<file path="config.mk">
export PLATFORM = sky130hd
export DESIGN_NAME = cpu_top
export DESIGN_NICKNAME = d
export VERILOG_FILES = /design/src/hdl/cpu_pkg.sv /design/src/hdl/ctrl_if.sv /design/src/hdl/control_unit.sv /design/src/hdl/imm_gen.sv /design/src/hdl/register_file.sv /design/src/hdl/alu.sv /design/src/hdl/pc_unit.sv /design/src/hdl/cpu_top.sv
export SDC_FILE = /design/constraint.sdc
export NUM_CORES = 2
export LEC_CHECK = 0
export BUFFER_PORTS_ARGS = -buffer_cell sky130_fd_sc_hd__buf_2
export CORE_MARGIN = 3
export CORE_UTILIZATION = 40
export DETAILED_ROUTE_END_ITERATION = 16
export PLACE_DENSITY = 0.61
export SLEW_MARGIN = 40
export SYNTH_ARGS = -nofsm -noshare
export SYNTH_HDL_FRONTEND = slang
export SYNTH_SLANG_ARGS = --single-unit
</file>
<file path="constraint.sdc">
create_clock -name clk -period 10 [get_ports clk]
set_clock_uncertainty 0.2 [all_clocks]
set_input_delay 0.5 -clock clk [delete_from_list [all_inputs] [get_ports clk]]
set_output_delay 0.5 -clock clk [all_outputs]
set_load 0.01 [all_outputs]
</file>
<file path="src/hdl/cpu_pkg.sv">
`default_nettype none

package cpu_pkg;

    // Datapath widths
    localparam int xlen       = 32;
    localparam int reg_addr_w = 5;
    localparam int opcode_w   = 7;
    localparam int funct3_w   = 3;
    localparam int funct7_w   = 7;

    // Instruction field positions
    localparam int opcode_lsb = 0;
    localparam int rd_lsb     = 7;
    localparam int funct3_lsb = 12;
    localparam int rs1_lsb    = 15;
    localparam int rs2_lsb    = 20;
    localparam int funct7_lsb = 25;

    // Function codes used by the supported subset
    localparam logic [funct3_w-1:0] f3_add_sub = 3'b000;
    localparam logic [funct3_w-1:0] f3_or      = 3'b110;
    localparam logic [funct3_w-1:0] f3_and     = 3'b111;
    localparam logic [funct3_w-1:0] f3_beq     = 3'b000;
    localparam logic [funct7_w-1:0] f7_sub     = 7'b0100000;

    // ADDI x0, x0, 0
    localparam logic [xlen-1:0] nop_instr = 32'h0000_0013;

    typedef enum logic [opcode_w-1:0] {
        opc_op     = 7'b0110011,
        opc_op_imm = 7'b0010011,
        opc_load   = 7'b0000011,
        opc_store  = 7'b0100011,
        opc_branch = 7'b1100011,
        opc_jal    = 7'b1101111,
        opc_jalr   = 7'b1100111,
        opc_lui    = 7'b0110111,
        opc_auipc  = 7'b0010111
    } opcode_e;

    typedef enum logic [1:0] {
        alu_add = 2'd0,
        alu_sub = 2'd1,
        alu_and = 2'd2,
        alu_or  = 2'd3
    } alu_op_e;

    // Write-back source
    typedef enum logic [1:0] {
        wb_alu   = 2'd0,
        wb_mem   = 2'd1,
        wb_pc4   = 2'd2,
        wb_pcimm = 2'd3
    } wb_sel_e;

    // Next-PC kind
    typedef enum logic [1:0] {
        pc_seq  = 2'd0,
        pc_beq  = 2'd1,
        pc_jal  = 2'd2,
        pc_jalr = 2'd3
    } pc_sel_e;

endpackage

`default_nettype wire

</file>
<file path="src/hdl/ctrl_if.sv">
`timescale 1ns/1ps
`default_nettype none

interface ctrl_if;

    cpu_pkg::alu_op_e alu_op;
    cpu_pkg::wb_sel_e wb_sel;
    cpu_pkg::pc_sel_e pc_sel;
    logic             src0_zero;
    logic             src1_imm;
    logic             reg_we;
    logic             mem_we;

    modport decoder (
        output alu_op, wb_sel, pc_sel, src0_zero, src1_imm, reg_we, mem_we
    );

    modport datapath (
        input alu_op, wb_sel, pc_sel, src0_zero, src1_imm, reg_we, mem_we
    );

endinterface

`default_nettype wire

</file>
<file path="src/hdl/control_unit.sv">
`timescale 1ns/1ps
`default_nettype none

module control_unit (
    input  logic [cpu_pkg::xlen-1:0] instr,
    ctrl_if.decoder                  ctrl
);

    cpu_pkg::opcode_e                opcode;
    logic [cpu_pkg::funct3_w-1:0]    funct3;
    logic [cpu_pkg::funct7_w-1:0]    funct7;
    cpu_pkg::alu_op_e                op_alu;
    logic                            op_ok;

    assign opcode = cpu_pkg::opcode_e'(instr[cpu_pkg::opcode_lsb +: cpu_pkg::opcode_w]);
    assign funct3 = instr[cpu_pkg::funct3_lsb +: cpu_pkg::funct3_w];
    assign funct7 = instr[cpu_pkg::funct7_lsb +: cpu_pkg::funct7_w];

    // ALU operation for OP and OP_IMM
    always_comb begin
        op_alu = cpu_pkg::alu_add;
        op_ok  = 1'b1;
        case (funct3)
            cpu_pkg::f3_add_sub: begin
                op_alu = (funct7 == cpu_pkg::f7_sub) ? cpu_pkg::alu_sub : cpu_pkg::alu_add;
            end
            cpu_pkg::f3_or:  op_alu = cpu_pkg::alu_or;
            cpu_pkg::f3_and: op_alu = cpu_pkg::alu_and;
            // Shifts and compares are outside the subset
            default:         op_ok  = 1'b0;
        endcase
    end

    ////////////////////////////////////////////////////////////
    // Main decode
    ////////////////////////////////////////////////////////////
    always_comb begin
        // Defaults form a no-operation
        ctrl.alu_op    = cpu_pkg::alu_add;
        ctrl.wb_sel    = cpu_pkg::wb_alu;
        ctrl.pc_sel    = cpu_pkg::pc_seq;
        ctrl.src0_zero = 1'b0;
        ctrl.src1_imm  = 1'b0;
        ctrl.reg_we    = 1'b0;
        ctrl.mem_we    = 1'b0;
        case (opcode)
            cpu_pkg::opc_op: begin
                ctrl.alu_op = op_alu;
                ctrl.reg_we = op_ok;
            end
            cpu_pkg::opc_op_imm: begin
                // funct7 bits are immediate here, so no SUB
                ctrl.alu_op   = (funct3 == cpu_pkg::f3_add_sub) ? cpu_pkg::alu_add : op_alu;
                ctrl.src1_imm = 1'b1;
                ctrl.reg_we   = op_ok;
            end
            cpu_pkg::opc_load: begin
                ctrl.src1_imm = 1'b1;
                ctrl.wb_sel   = cpu_pkg::wb_mem;
                ctrl.reg_we   = 1'b1;
            end
            cpu_pkg::opc_store: begin
                ctrl.src1_imm = 1'b1;
                ctrl.mem_we   = 1'b1;
            end
            cpu_pkg::opc_branch: begin
                if (funct3 == cpu_pkg::f3_beq) begin
                    ctrl.alu_op = cpu_pkg::alu_sub;
                    ctrl.pc_sel = cpu_pkg::pc_beq;
                end
            end
            cpu_pkg::opc_jal: begin
                ctrl.pc_sel = cpu_pkg::pc_jal;
                ctrl.wb_sel = cpu_pkg::wb_pc4;
                ctrl.reg_we = 1'b1;
            end
            cpu_pkg::opc_jalr: begin
                ctrl.src1_imm = 1'b1;
                ctrl.pc_sel   = cpu_pkg::pc_jalr;
                ctrl.wb_sel   = cpu_pkg::wb_pc4;
                ctrl.reg_we   = 1'b1;
            end
            cpu_pkg::opc_lui: begin
                // 0 + imm through the ALU
                ctrl.src0_zero = 1'b1;
                ctrl.src1_imm  = 1'b1;
                ctrl.reg_we    = 1'b1;
            end
            cpu_pkg::opc_auipc: begin
                ctrl.wb_sel = cpu_pkg::wb_pcimm;
                ctrl.reg_we = 1'b1;
            end
            default: ;
        endcase
    end

endmodule

`default_nettype wire

</file>
<file path="src/hdl/imm_gen.sv">
`timescale 1ns/1ps
`default_nettype none

module imm_gen (
    input  logic [cpu_pkg::xlen-1:0] instr,
    output logic [cpu_pkg::xlen-1:0] imm
);

    cpu_pkg::opcode_e opcode;

    assign opcode = cpu_pkg::opcode_e'(instr[cpu_pkg::opcode_lsb +: cpu_pkg::opcode_w]);

    always_comb begin
        case (opcode)
            // I-type
            cpu_pkg::opc_op_imm, cpu_pkg::opc_load, cpu_pkg::opc_jalr: begin
                imm = {{20{instr[31]}}, instr[31:20]};
            end
            // S-type
            cpu_pkg::opc_store: begin
                imm = {{20{instr[31]}}, instr[31:25], instr[11:7]};
            end
            // B-type with bit 0 implied zero
            cpu_pkg::opc_branch: begin
                imm = {{19{instr[31]}}, instr[31], instr[7], instr[30:25], instr[11:8], 1'b0};
            end
            cpu_pkg::opc_lui, cpu_pkg::opc_auipc: begin
                imm = {instr[31:12], 12'b0};
            end
            // J-type
            cpu_pkg::opc_jal: begin
                imm = {{11{instr[31]}}, instr[31], instr[19:12], instr[20], instr[30:21], 1'b0};
            end
            default: imm = '0;
        endcase
    end

endmodule

`default_nettype wire

</file>
<file path="src/hdl/register_file.sv">
`timescale 1ns/1ps
`default_nettype none

module register_file (
    input  logic                          clk,
    input  logic                          rst_n,
    input  logic [cpu_pkg::reg_addr_w-1:0] raddr0,
    input  logic [cpu_pkg::reg_addr_w-1:0] raddr1,
    input  logic                          we,
    input  logic [cpu_pkg::reg_addr_w-1:0] waddr,
    input  logic [cpu_pkg::xlen-1:0]       wdata,
    output logic [cpu_pkg::xlen-1:0]       rdata0,
    output logic [cpu_pkg::xlen-1:0]       rdata1
);

    localparam int num_regs = 2 ** cpu_pkg::reg_addr_w;

    logic [cpu_pkg::xlen-1:0] regs [num_regs];

    // x0 is never written, so it stays at its reset value
    always_ff @(posedge clk or negedge rst_n) begin
        if (!rst_n) begin
            for (int i = 0; i < num_regs; i++) begin
                regs[i] <= '0;
            end
        end else if (we && (waddr != '0)) begin
            regs[waddr] <= wdata;
        end
    end

    // Combinational read ports
    assign rdata0 = regs[raddr0];
    assign rdata1 = regs[raddr1];

endmodule

`default_nettype wire

</file>
<file path="src/hdl/alu.sv">
`timescale 1ns/1ps
`default_nettype none

module alu (
    input  logic [cpu_pkg::xlen-1:0] src0,
    input  logic [cpu_pkg::xlen-1:0] src1,
    input  cpu_pkg::alu_op_e         alu_op,
    output logic [cpu_pkg::xlen-1:0] result,
    output logic                     zero
);

    always_comb begin
        case (alu_op)
            cpu_pkg::alu_add: result = src0 + src1;
            cpu_pkg::alu_sub: result = src0 - src1;
            cpu_pkg::alu_and: result = src0 & src1;
            cpu_pkg::alu_or:  result = src0 | src1;
            default:          result = src0 + src1;
        endcase
    end

    // BEQ compares through SUB
    assign zero = (result == '0);

endmodule

`default_nettype wire

</file>
<file path="src/hdl/pc_unit.sv">
`timescale 1ns/1ps
`default_nettype none

module pc_unit (
    input  logic                     clk,
    input  logic                     rst_n,
    input  cpu_pkg::pc_sel_e         pc_sel,
    input  logic                     zero,
    input  logic [cpu_pkg::xlen-1:0] imm,
    input  logic [cpu_pkg::xlen-1:0] alu_result,
    output logic [cpu_pkg::xlen-1:0] pc
);

    logic [cpu_pkg::xlen-1:0] pc4;
    logic [cpu_pkg::xlen-1:0] pcimm;
    logic [cpu_pkg::xlen-1:0] pc_next;

    assign pc4   = pc + 32'd4;
    assign pcimm = pc + imm;

    always_comb begin
        case (pc_sel)
            cpu_pkg::pc_seq:  pc_next = pc4;
            cpu_pkg::pc_beq:  pc_next = zero ? pcimm : pc4;
            cpu_pkg::pc_jal:  pc_next = pcimm;
            // JALR clears bit 0 of the target
            cpu_pkg::pc_jalr: pc_next = {alu_result[cpu_pkg::xlen-1:1], 1'b0};
            default:          pc_next = pc4;
        endcase
    end

    always_ff @(posedge clk or negedge rst_n) begin
        if (!rst_n) begin
            pc <= '0;
        end else begin
            pc <= pc_next;
        end
    end

endmodule

`default_nettype wire

</file>
<file path="src/hdl/cpu_top.sv">
`timescale 1ns/1ps
`default_nettype none

module cpu_top (
    input  logic                     clk,
    input  logic                     rst_n,
    // Instruction memory
    output logic [cpu_pkg::xlen-1:0] imem_addr,
    input  logic [cpu_pkg::xlen-1:0] imem_rdata,
    // Data memory
    output logic [cpu_pkg::xlen-1:0] dmem_addr,
    output logic [cpu_pkg::xlen-1:0] dmem_wdata,
    output logic                     dmem_we,
    input  logic [cpu_pkg::xlen-1:0] dmem_rdata
);

    logic [cpu_pkg::xlen-1:0]       pc;
    logic [cpu_pkg::xlen-1:0]       imm;
    logic [cpu_pkg::reg_addr_w-1:0] rs1;
    logic [cpu_pkg::reg_addr_w-1:0] rs2;
    logic [cpu_pkg::reg_addr_w-1:0] rd;
    logic [cpu_pkg::xlen-1:0]       rdata0;
    logic [cpu_pkg::xlen-1:0]       rdata1;
    logic [cpu_pkg::xlen-1:0]       src0;
    logic [cpu_pkg::xlen-1:0]       src1;
    logic [cpu_pkg::xlen-1:0]       alu_result;
    logic                           alu_zero;
    logic [cpu_pkg::xlen-1:0]       pc4;
    logic [cpu_pkg::xlen-1:0]       pcimm;
    logic [cpu_pkg::xlen-1:0]       reg_wdata;

    ctrl_if ctrl_bus ();

    ////////////////////////////////////////////////////////////
    // Fetch and decode
    ////////////////////////////////////////////////////////////
    assign imem_addr = pc;

    assign rs1 = imem_rdata[cpu_pkg::rs1_lsb +: cpu_pkg::reg_addr_w];
    assign rs2 = imem_rdata[cpu_pkg::rs2_lsb +: cpu_pkg::reg_addr_w];
    assign rd  = imem_rdata[cpu_pkg::rd_lsb +: cpu_pkg::reg_addr_w];

    control_unit u_control (
        .instr (imem_rdata),
        .ctrl  (ctrl_bus)
    );

    imm_gen u_imm_gen (
        .instr (imem_rdata),
        .imm   (imm)
    );

    register_file u_register_file (
        .clk    (clk),
        .rst_n  (rst_n),
        .raddr0 (rs1),
        .raddr1 (rs2),
        .we     (ctrl_bus.reg_we),
        .waddr  (rd),
        .wdata  (reg_wdata),
        .rdata0 (rdata0),
        .rdata1 (rdata1)
    );

    ////////////////////////////////////////////////////////////
    // Execute
    ////////////////////////////////////////////////////////////
    // Zero operand serves LUI
    assign src0 = ctrl_bus.src0_zero ? '0 : rdata0;
    assign src1 = ctrl_bus.src1_imm ? imm : rdata1;

    alu u_alu (
        .src0   (src0),
        .src1   (src1),
        .alu_op (ctrl_bus.alu_op),
        .result (alu_result),
        .zero   (alu_zero)
    );

    pc_unit u_pc_unit (
        .clk        (clk),
        .rst_n      (rst_n),
        .pc_sel     (ctrl_bus.pc_sel),
        .zero       (alu_zero),
        .imm        (imm),
        .alu_result (alu_result),
        .pc         (pc)
    );

    // Store address comes from the ALU, store data from rs2
    assign dmem_addr  = alu_result;
    assign dmem_wdata = rdata1;
    assign dmem_we    = ctrl_bus.mem_we;

    ////////////////////////////////////////////////////////////
    // Write-back
    ////////////////////////////////////////////////////////////
    assign pc4   = pc + 32'd4;
    assign pcimm = pc + imm;

    always_comb begin
        case (ctrl_bus.wb_sel)
            cpu_pkg::wb_alu:   reg_wdata = alu_result;
            cpu_pkg::wb_mem:   reg_wdata = dmem_rdata;
            cpu_pkg::wb_pc4:   reg_wdata = pc4;
            cpu_pkg::wb_pcimm: reg_wdata = pcimm;
            default:           reg_wdata = alu_result;
        endcase
    end

endmodule

`default_nettype wire

</file>
* Word-level counts from Yosys, hierarchy flattened *
Cells that the tools add are included.
Widths: inputs -> output; s select.

storage, ports and cells
  flip-flop bits (word level) = 1,056
  output and inout port bits = 97

cells by class
  add/subtract/negate cells = 4
  magnitude comparators = 4
  equality and inequality tests = 21
  mux-type cells = 28
  bitwise logic cells = 5
  reductions and logical operators = 15

operators with widths
  operator               number
  $bwmux 1024            1
  $pmux 32 s4            3
  $bmux 32 s5            2
  $mux 32                8
  $demux 32 s5           1
  $pmux 32 s5            1
  $add 32x32->32         2
  $add 32x3->32 const B  1
  $and 32x32->32         1
  $logic_not 32->1       1
  $or 32x32->32          1
  $sub 32x32->32         1
  $eq 7x6->1 const B     4
  $pmux 2 s3             4
  $eq 7x7->1 const B     3
  $ge 6x6->1 const B     3
  $not 5->6              3
  $eq 7x5->1 const B     2
  $eq 2x2->1 const B     6
  $reduce_or 5->1        2
  $eq 7x2->1 const B     1
  $eq 2x1->1 const B     3
  $eq 3x3->1 const B     2
  $logic_not 2->1        3
  9 further kinds        18

* Depth between registers and ports, before layout *
  depth after elaboration = 10
  depth in mapped cells = 33
  depth with buffers taken out = 27

* Modules after synthesis *
Synthesis repeated with hierarchy kept, for this count alone.

unflattened totals
  cell total of the unflattened synthesis = 6,132
  area, all modules = 67,402.1 um^2

modules (own cells, without submodules)
  module         times used  cells an instance  area each (um^2)  sequential area each (um^2)
  register_file  1           4,601              55,942.4          25,624.6
  cpu_top        1           446                3,612.2           0.0
  alu            1           522                3,524.6           0.0
  pc_unit        1           443                3,508.4           800.8
  imm_gen        1           79                 546.8             0.0
  control_unit   1           41                 267.8             0.0

* Least setup slack after synthesis *
Ideal clock, no wire load.

  path kind = input to register
  start = input port imem_rdata[20] (netlist name)
  end = register u_pc_unit.pc[5] (netlist name)
  data arrival time = 7.738 ns
  setup slack = 1.926 ns
  stages = 31
  buffers on the path = 6
  cell sequence = buf_6 buf_6 buf_4 buf_2 buf_2 mux2i_1 a22oi_1 nand3_1 nand4_1 a21oi_1 ha_1 nand3_1 or3_1 nor2_1 nand4_1 nor3_1 a21oi_1 xnor2_1 ha_1 a21o_1 a21oi_1 o21ai_0 a2111oi_0 xor2_1 nor2_1 or4b_1 or4b_4 nor4_4 a21o_4 buf_8 o221ai_2

on the way
  word-level cells in the longest chain between the ends = 10
  elaborated cells on any way between the ends = 15
  classes of those cells = add/sub: 3; mux: 8; bitwise: 3; reduce/logical: 1

RTL lines
  item                                          RTL line             RTL
  from (decl)                                   cpu_top.sv:9         input logic [cpu_pkg::xlen-1:0] imem_rdata,
  $not 5->6 (not written as such) *             register_file.sv:33  assign rdata1 = regs[raddr1];
  $bmux 32 s5 *                                 register_file.sv:33
  $mux 32 (not written as such) * (2 in a row)  register_file.sv:33
  via dmem_wdata, one bit                       cpu_top.sv:12        output logic [cpu_pkg::xlen-1:0] dmem_wdata,
  $mux 32 *                                     cpu_top.sv:70        assign src1 = ctrl_bus.src1_imm ? imm : rdata1;
  $sub 32x32->32, or another cell as far along  alu.sv:15            cpu_pkg::alu_sub: result = src0 - src1;
  $pmux 32 s4 *                                 alu.sv:13            case (alu_op)
  $logic_not 32->1                              alu.sv:23            assign zero = (result == '0);
  $mux 32                                       pc_unit.sv:24        cpu_pkg::pc_beq: pc_next = zero ? pcimm : pc4;
  $pmux 32 s4 *                                 pc_unit.sv:22        case (pc_sel)
  via u_pc_unit.pc_next, one bit                pc_unit.sv:16        logic [cpu_pkg::xlen-1:0] pc_next;
  to (signal assigned)                          pc_unit.sv:36        pc <= pc_next;
  to (decl)                                     pc_unit.sv:11        output logic [cpu_pkg::xlen-1:0] pc

The timed path passes the listed nets; every way through them passes the cells marked *. The select of a mux whose other input is x is not followed.
A chain may end at the register's enable or synchronous reset.

* Worst setup path in the final report *
  start = input port imem_rdata[21] (netlist name)
  end = register u_pc_unit.pc[31] (netlist name)

on the way
  word-level cells in the longest chain between the ends = 10
  elaborated cells on any way between the ends = 15
  classes of those cells = add/sub: 3; mux: 8; bitwise: 3; reduce/logical: 1

RTL lines
  item                                          RTL line
  $not 5->6 (not written as such)               register_file.sv:33
  $bmux 32 s5                                   register_file.sv:33
  $mux 32 (not written as such) (2 in a row)    register_file.sv:33
  $mux 32                                       cpu_top.sv:70
  $sub 32x32->32, or another cell as far along  alu.sv:15
  $pmux 32 s4                                   alu.sv:13
  $logic_not 32->1                              alu.sv:23
  $mux 32                                       pc_unit.sv:24
  $pmux 32 s4 *                                 pc_unit.sv:22
  via u_pc_unit.pc_next, one bit                pc_unit.sv:16

Marked as above.

==> metrics <==
status completed; # DRC 0; clock-pin slew on the worst setup and hold paths 0.06 ns; Core ar. 150000 sq um; Final Power 0.0108 W; synthesized net count 6010; Avg WL per Cell approximately 30 microns; Synth top area share 0.435; kind of critical path input port to flop; pwr dens roughly 160 nW/um^2; Slew @ Worst Pin between 0.9 and 1 ns; Max clock buf depth 3; Clk Latency, worst-skew pair 0.77 ns; global-route wire length before repair 354 mm; MaxCap Viol Count 0; Die ar. 157000 sq um; Comb power frac 0.176; largest net degree at the start of global routing 130; Final Cycle Share 0.848; mean post-synth cell area 10.3 sq um; peak supply drop 0.138 mV; HP Class input port to asynchronous set/reset pin; pre-CTS setup slack 1.01 ns; RSZ-0062 raised after global routing false; CTS resizes 0; CTS tree built; Max Fanout on Critical Path 53; Seq cells post-synth about 1.1k; critical path endpoint category flop; total grt overflow 0; Post-CTS Hold Buffers 1; synth warn 0; total length of routed wires about 240 mm; Max Slew Vio Count 0; number of enable flip-flop cells after synthesis 0; Fmax 118 MHz; DP HPWL 162 mm; DRT iter0 DRCs 6128; vias around 50k; post-synthesis async set-or-reset flop share 1.00; Cells after Synth 5875; Final Wtd Congestion between 1 and 1.5; clock root buffer clkbuf_16; total clock sinks 1056; setup_tns 0 ns; main area contributors after synthesis dfrtp_1 (44%), mux4_2 (16%), o21ai_0 (8.9%), nand2_1 (7.3%), mux2i_1 (3.2%); Via density approximately 6.4; ys flop type dfrtp_1; CP startpoint kind input port; Setup Fix Bufs, Post-CTS 0; setup ws final 1.52 ns; CP required 10.40 ns; Area growth syn-to-layout 11.7%; sequential-to-total area share from yosys stat 0.435; initial antenna violation count 12; area leader, netlist dfrtp_1; Pre-antenna DRT Iters 6; Die Wd 396 microns; sequential share of power 0.427; # setup viols final 0; share of layout cells above drive strength 1 0.202; Switching Fraction 0.304; data arrival time of the worst path slightly below 9 ns; Final Critical Period 8.48 ns; vias in the first global route 48.9k; row count 142; die height 396 microns; Rel. slew slack 0.373; nets between 5k and 6k; initial core utilization 0.404; P_leak 29.4 nW; library cells used by synthesis 98; Final ANT Viol Nets 0; Switch Pwr ~0.0033 W; I/O Pins 163; total track usage 0.308; Clk pwr share 0.397; Power Internal 0.00755 W; Mapped Area 60700 sq um; Port Buffers 162; Hold Vio Cnt, Final 0; CTS H-tree lvls 3; CTS Buf Count 112
## stage by stage
stage	area, sq um	hold WS [ns]	cells	util
floorplan	60700	0.00441	5875	-
global placement	63600	0.176	7671	0.423
detailed placement	64000	0.183	7684	0.426
CTS	67800	0.0497	7888	0.451
global route	67800	0.0746	7889	0.451
finish	67800	0.0620	7894	0.451
## registers in the layout, indices dropped and copies added (netlist names)
name,count
u_pc_unit.pc,32
u_register_file.regs,1024
## synth_stat cells (all sizes together) (51+ instances only)
cell type  instances
clkbuf           427
buf              138
a21oi            119
nand2           1183
a221oi            70
o21ai           1092
a22oi             96
dfrtp           1056
o22ai             51
inv               61
xnor2             53
a22o              54
nor2             105
xor2              56
ha                67
mux4             441
nand3             68
mux2i            194
## cell type report
cell class                      instances  area, sq um
Clock buffer                          165         3350
Antenna cell                            5         12.5
Multi-Input combinational cell       4191        32200
Clock inverter                         38          412
Timing Repair Buffer                  360         2700
Inverter                               63          236
Tap cell                             2016         2520
Fill cell                           14100        82500
Sequential cell                      1056        26400
## worst max-delay path, stage by stage
cell,delay [ns]
clkbuf_8,0.44
nor2b_4,0.78
a22oi_1,0.20
nand3_1,0.15
nand4_1,0.20
a21oi_1,0.43
ha_1,0.27
nand3_1,0.14
or3_1,0.42
nor2_1,0.30
a21oi_1,0.14
xor2_1,0.17
ha_1,0.47
and3_1,0.31
nand2_1,0.10
or3_1,0.34
and2_1,0.18
o22ai_1,0.46
a31o_2,0.31
xnor2_1,0.13
a21oi_1,0.08
buf_4,0.19
a2111oi_0,0.32
or4b_4,0.53
nor4_4,0.20
buf_4,0.24
a21o_4,0.51
o211ai_1,0.21
## layer usage
layer  vias up  global-route usage  routed length (microns)
met5         -                   0                       70
met4        10               0.161                    15200
met3       689              0.0899                    27900
met2      3025               0.454                   105000
met1     25600               0.412                    95700
li1      21400                   -                        -
## layout by cell type (no fill, tap or decap), types with 23 or more instances in the layout
cell,Yosys,final
o221ai_1,27,26
xor2_1,56,56
nand2_1,1181,1147
dfrtp_1,1056,1056
a22o_1,54,54
inv_1,60,60
mux2_2,45,45
buf_2,60,156
nor2_1,104,97
a21oi_1,119,116
a21o_1,31,31
o221ai_2,22,23
mux4_2,441,441
nand4_1,26,26
o22ai_1,51,46
o211ai_1,35,35
and3_1,26,25
a221oi_1,67,65
ha_1,67,67
nand3_1,67,66
nand2_4,1,32
clkbuf_16,0,115
clkbuf_8,0,29
a22oi_1,95,95
o21ai_0,1078,1055
nor3_1,30,26
buf_4,29,162
xnor2_1,53,53
mux2i_1,194,192
## path summary, 6_finish.rpt
path / from / endpoint / slack, ns / cells after the start
setup / recovery: imem_rdata[21] / u_pc_unit.pc[31] / 1.52 / 28
hold / removal: rst_n / u_register_file.regs[529] / 0.06 / 2
setup reg to reg: u_register_file.regs[960] / u_pc_unit.pc[31] / 1.79 / 27
hold reg to reg: u_register_file.regs[1016] / u_register_file.regs[1016] / 0.19 / 0
max in group asynchronous: rst_n / u_pc_unit.pc[0] / 7.21 / 6
min in group clk: imem_rdata[11] / u_register_file.regs[784] / 0.11 / 4
## cells by family after synthesis
| family | count (synthesis) | synth area share |
|---|---|---|
| compound gates | 1747 | 0.173 |
| xor+xnor | 109 | 0.0157 |
| fa+ha+maj | 83 | 0.0168 |
| buf+inv | 628 | 0.0458 |
| flops | 1056 | 0.435 |
| mux | 682 | 0.204 |
| simple gates | 1570 | 0.109 |
## power by group through the flow
stage / clock [W] / sequential [W] / combinational [W]
final: 0.00430 / 0.00463 / 0.00191
after global routing: 0.00452 / 0.00464 / 0.00204
after CTS: 0.00434 / 0.00462 / 0.00187
after detailed placement: 0 / 0.00470 / 0.00186
after global placement: 0 / 0.00469 / 0.00181
after floorplan: 0 / 0.00465 / 0.00108
No activity file was read; power rests on OpenSTA's default activity.
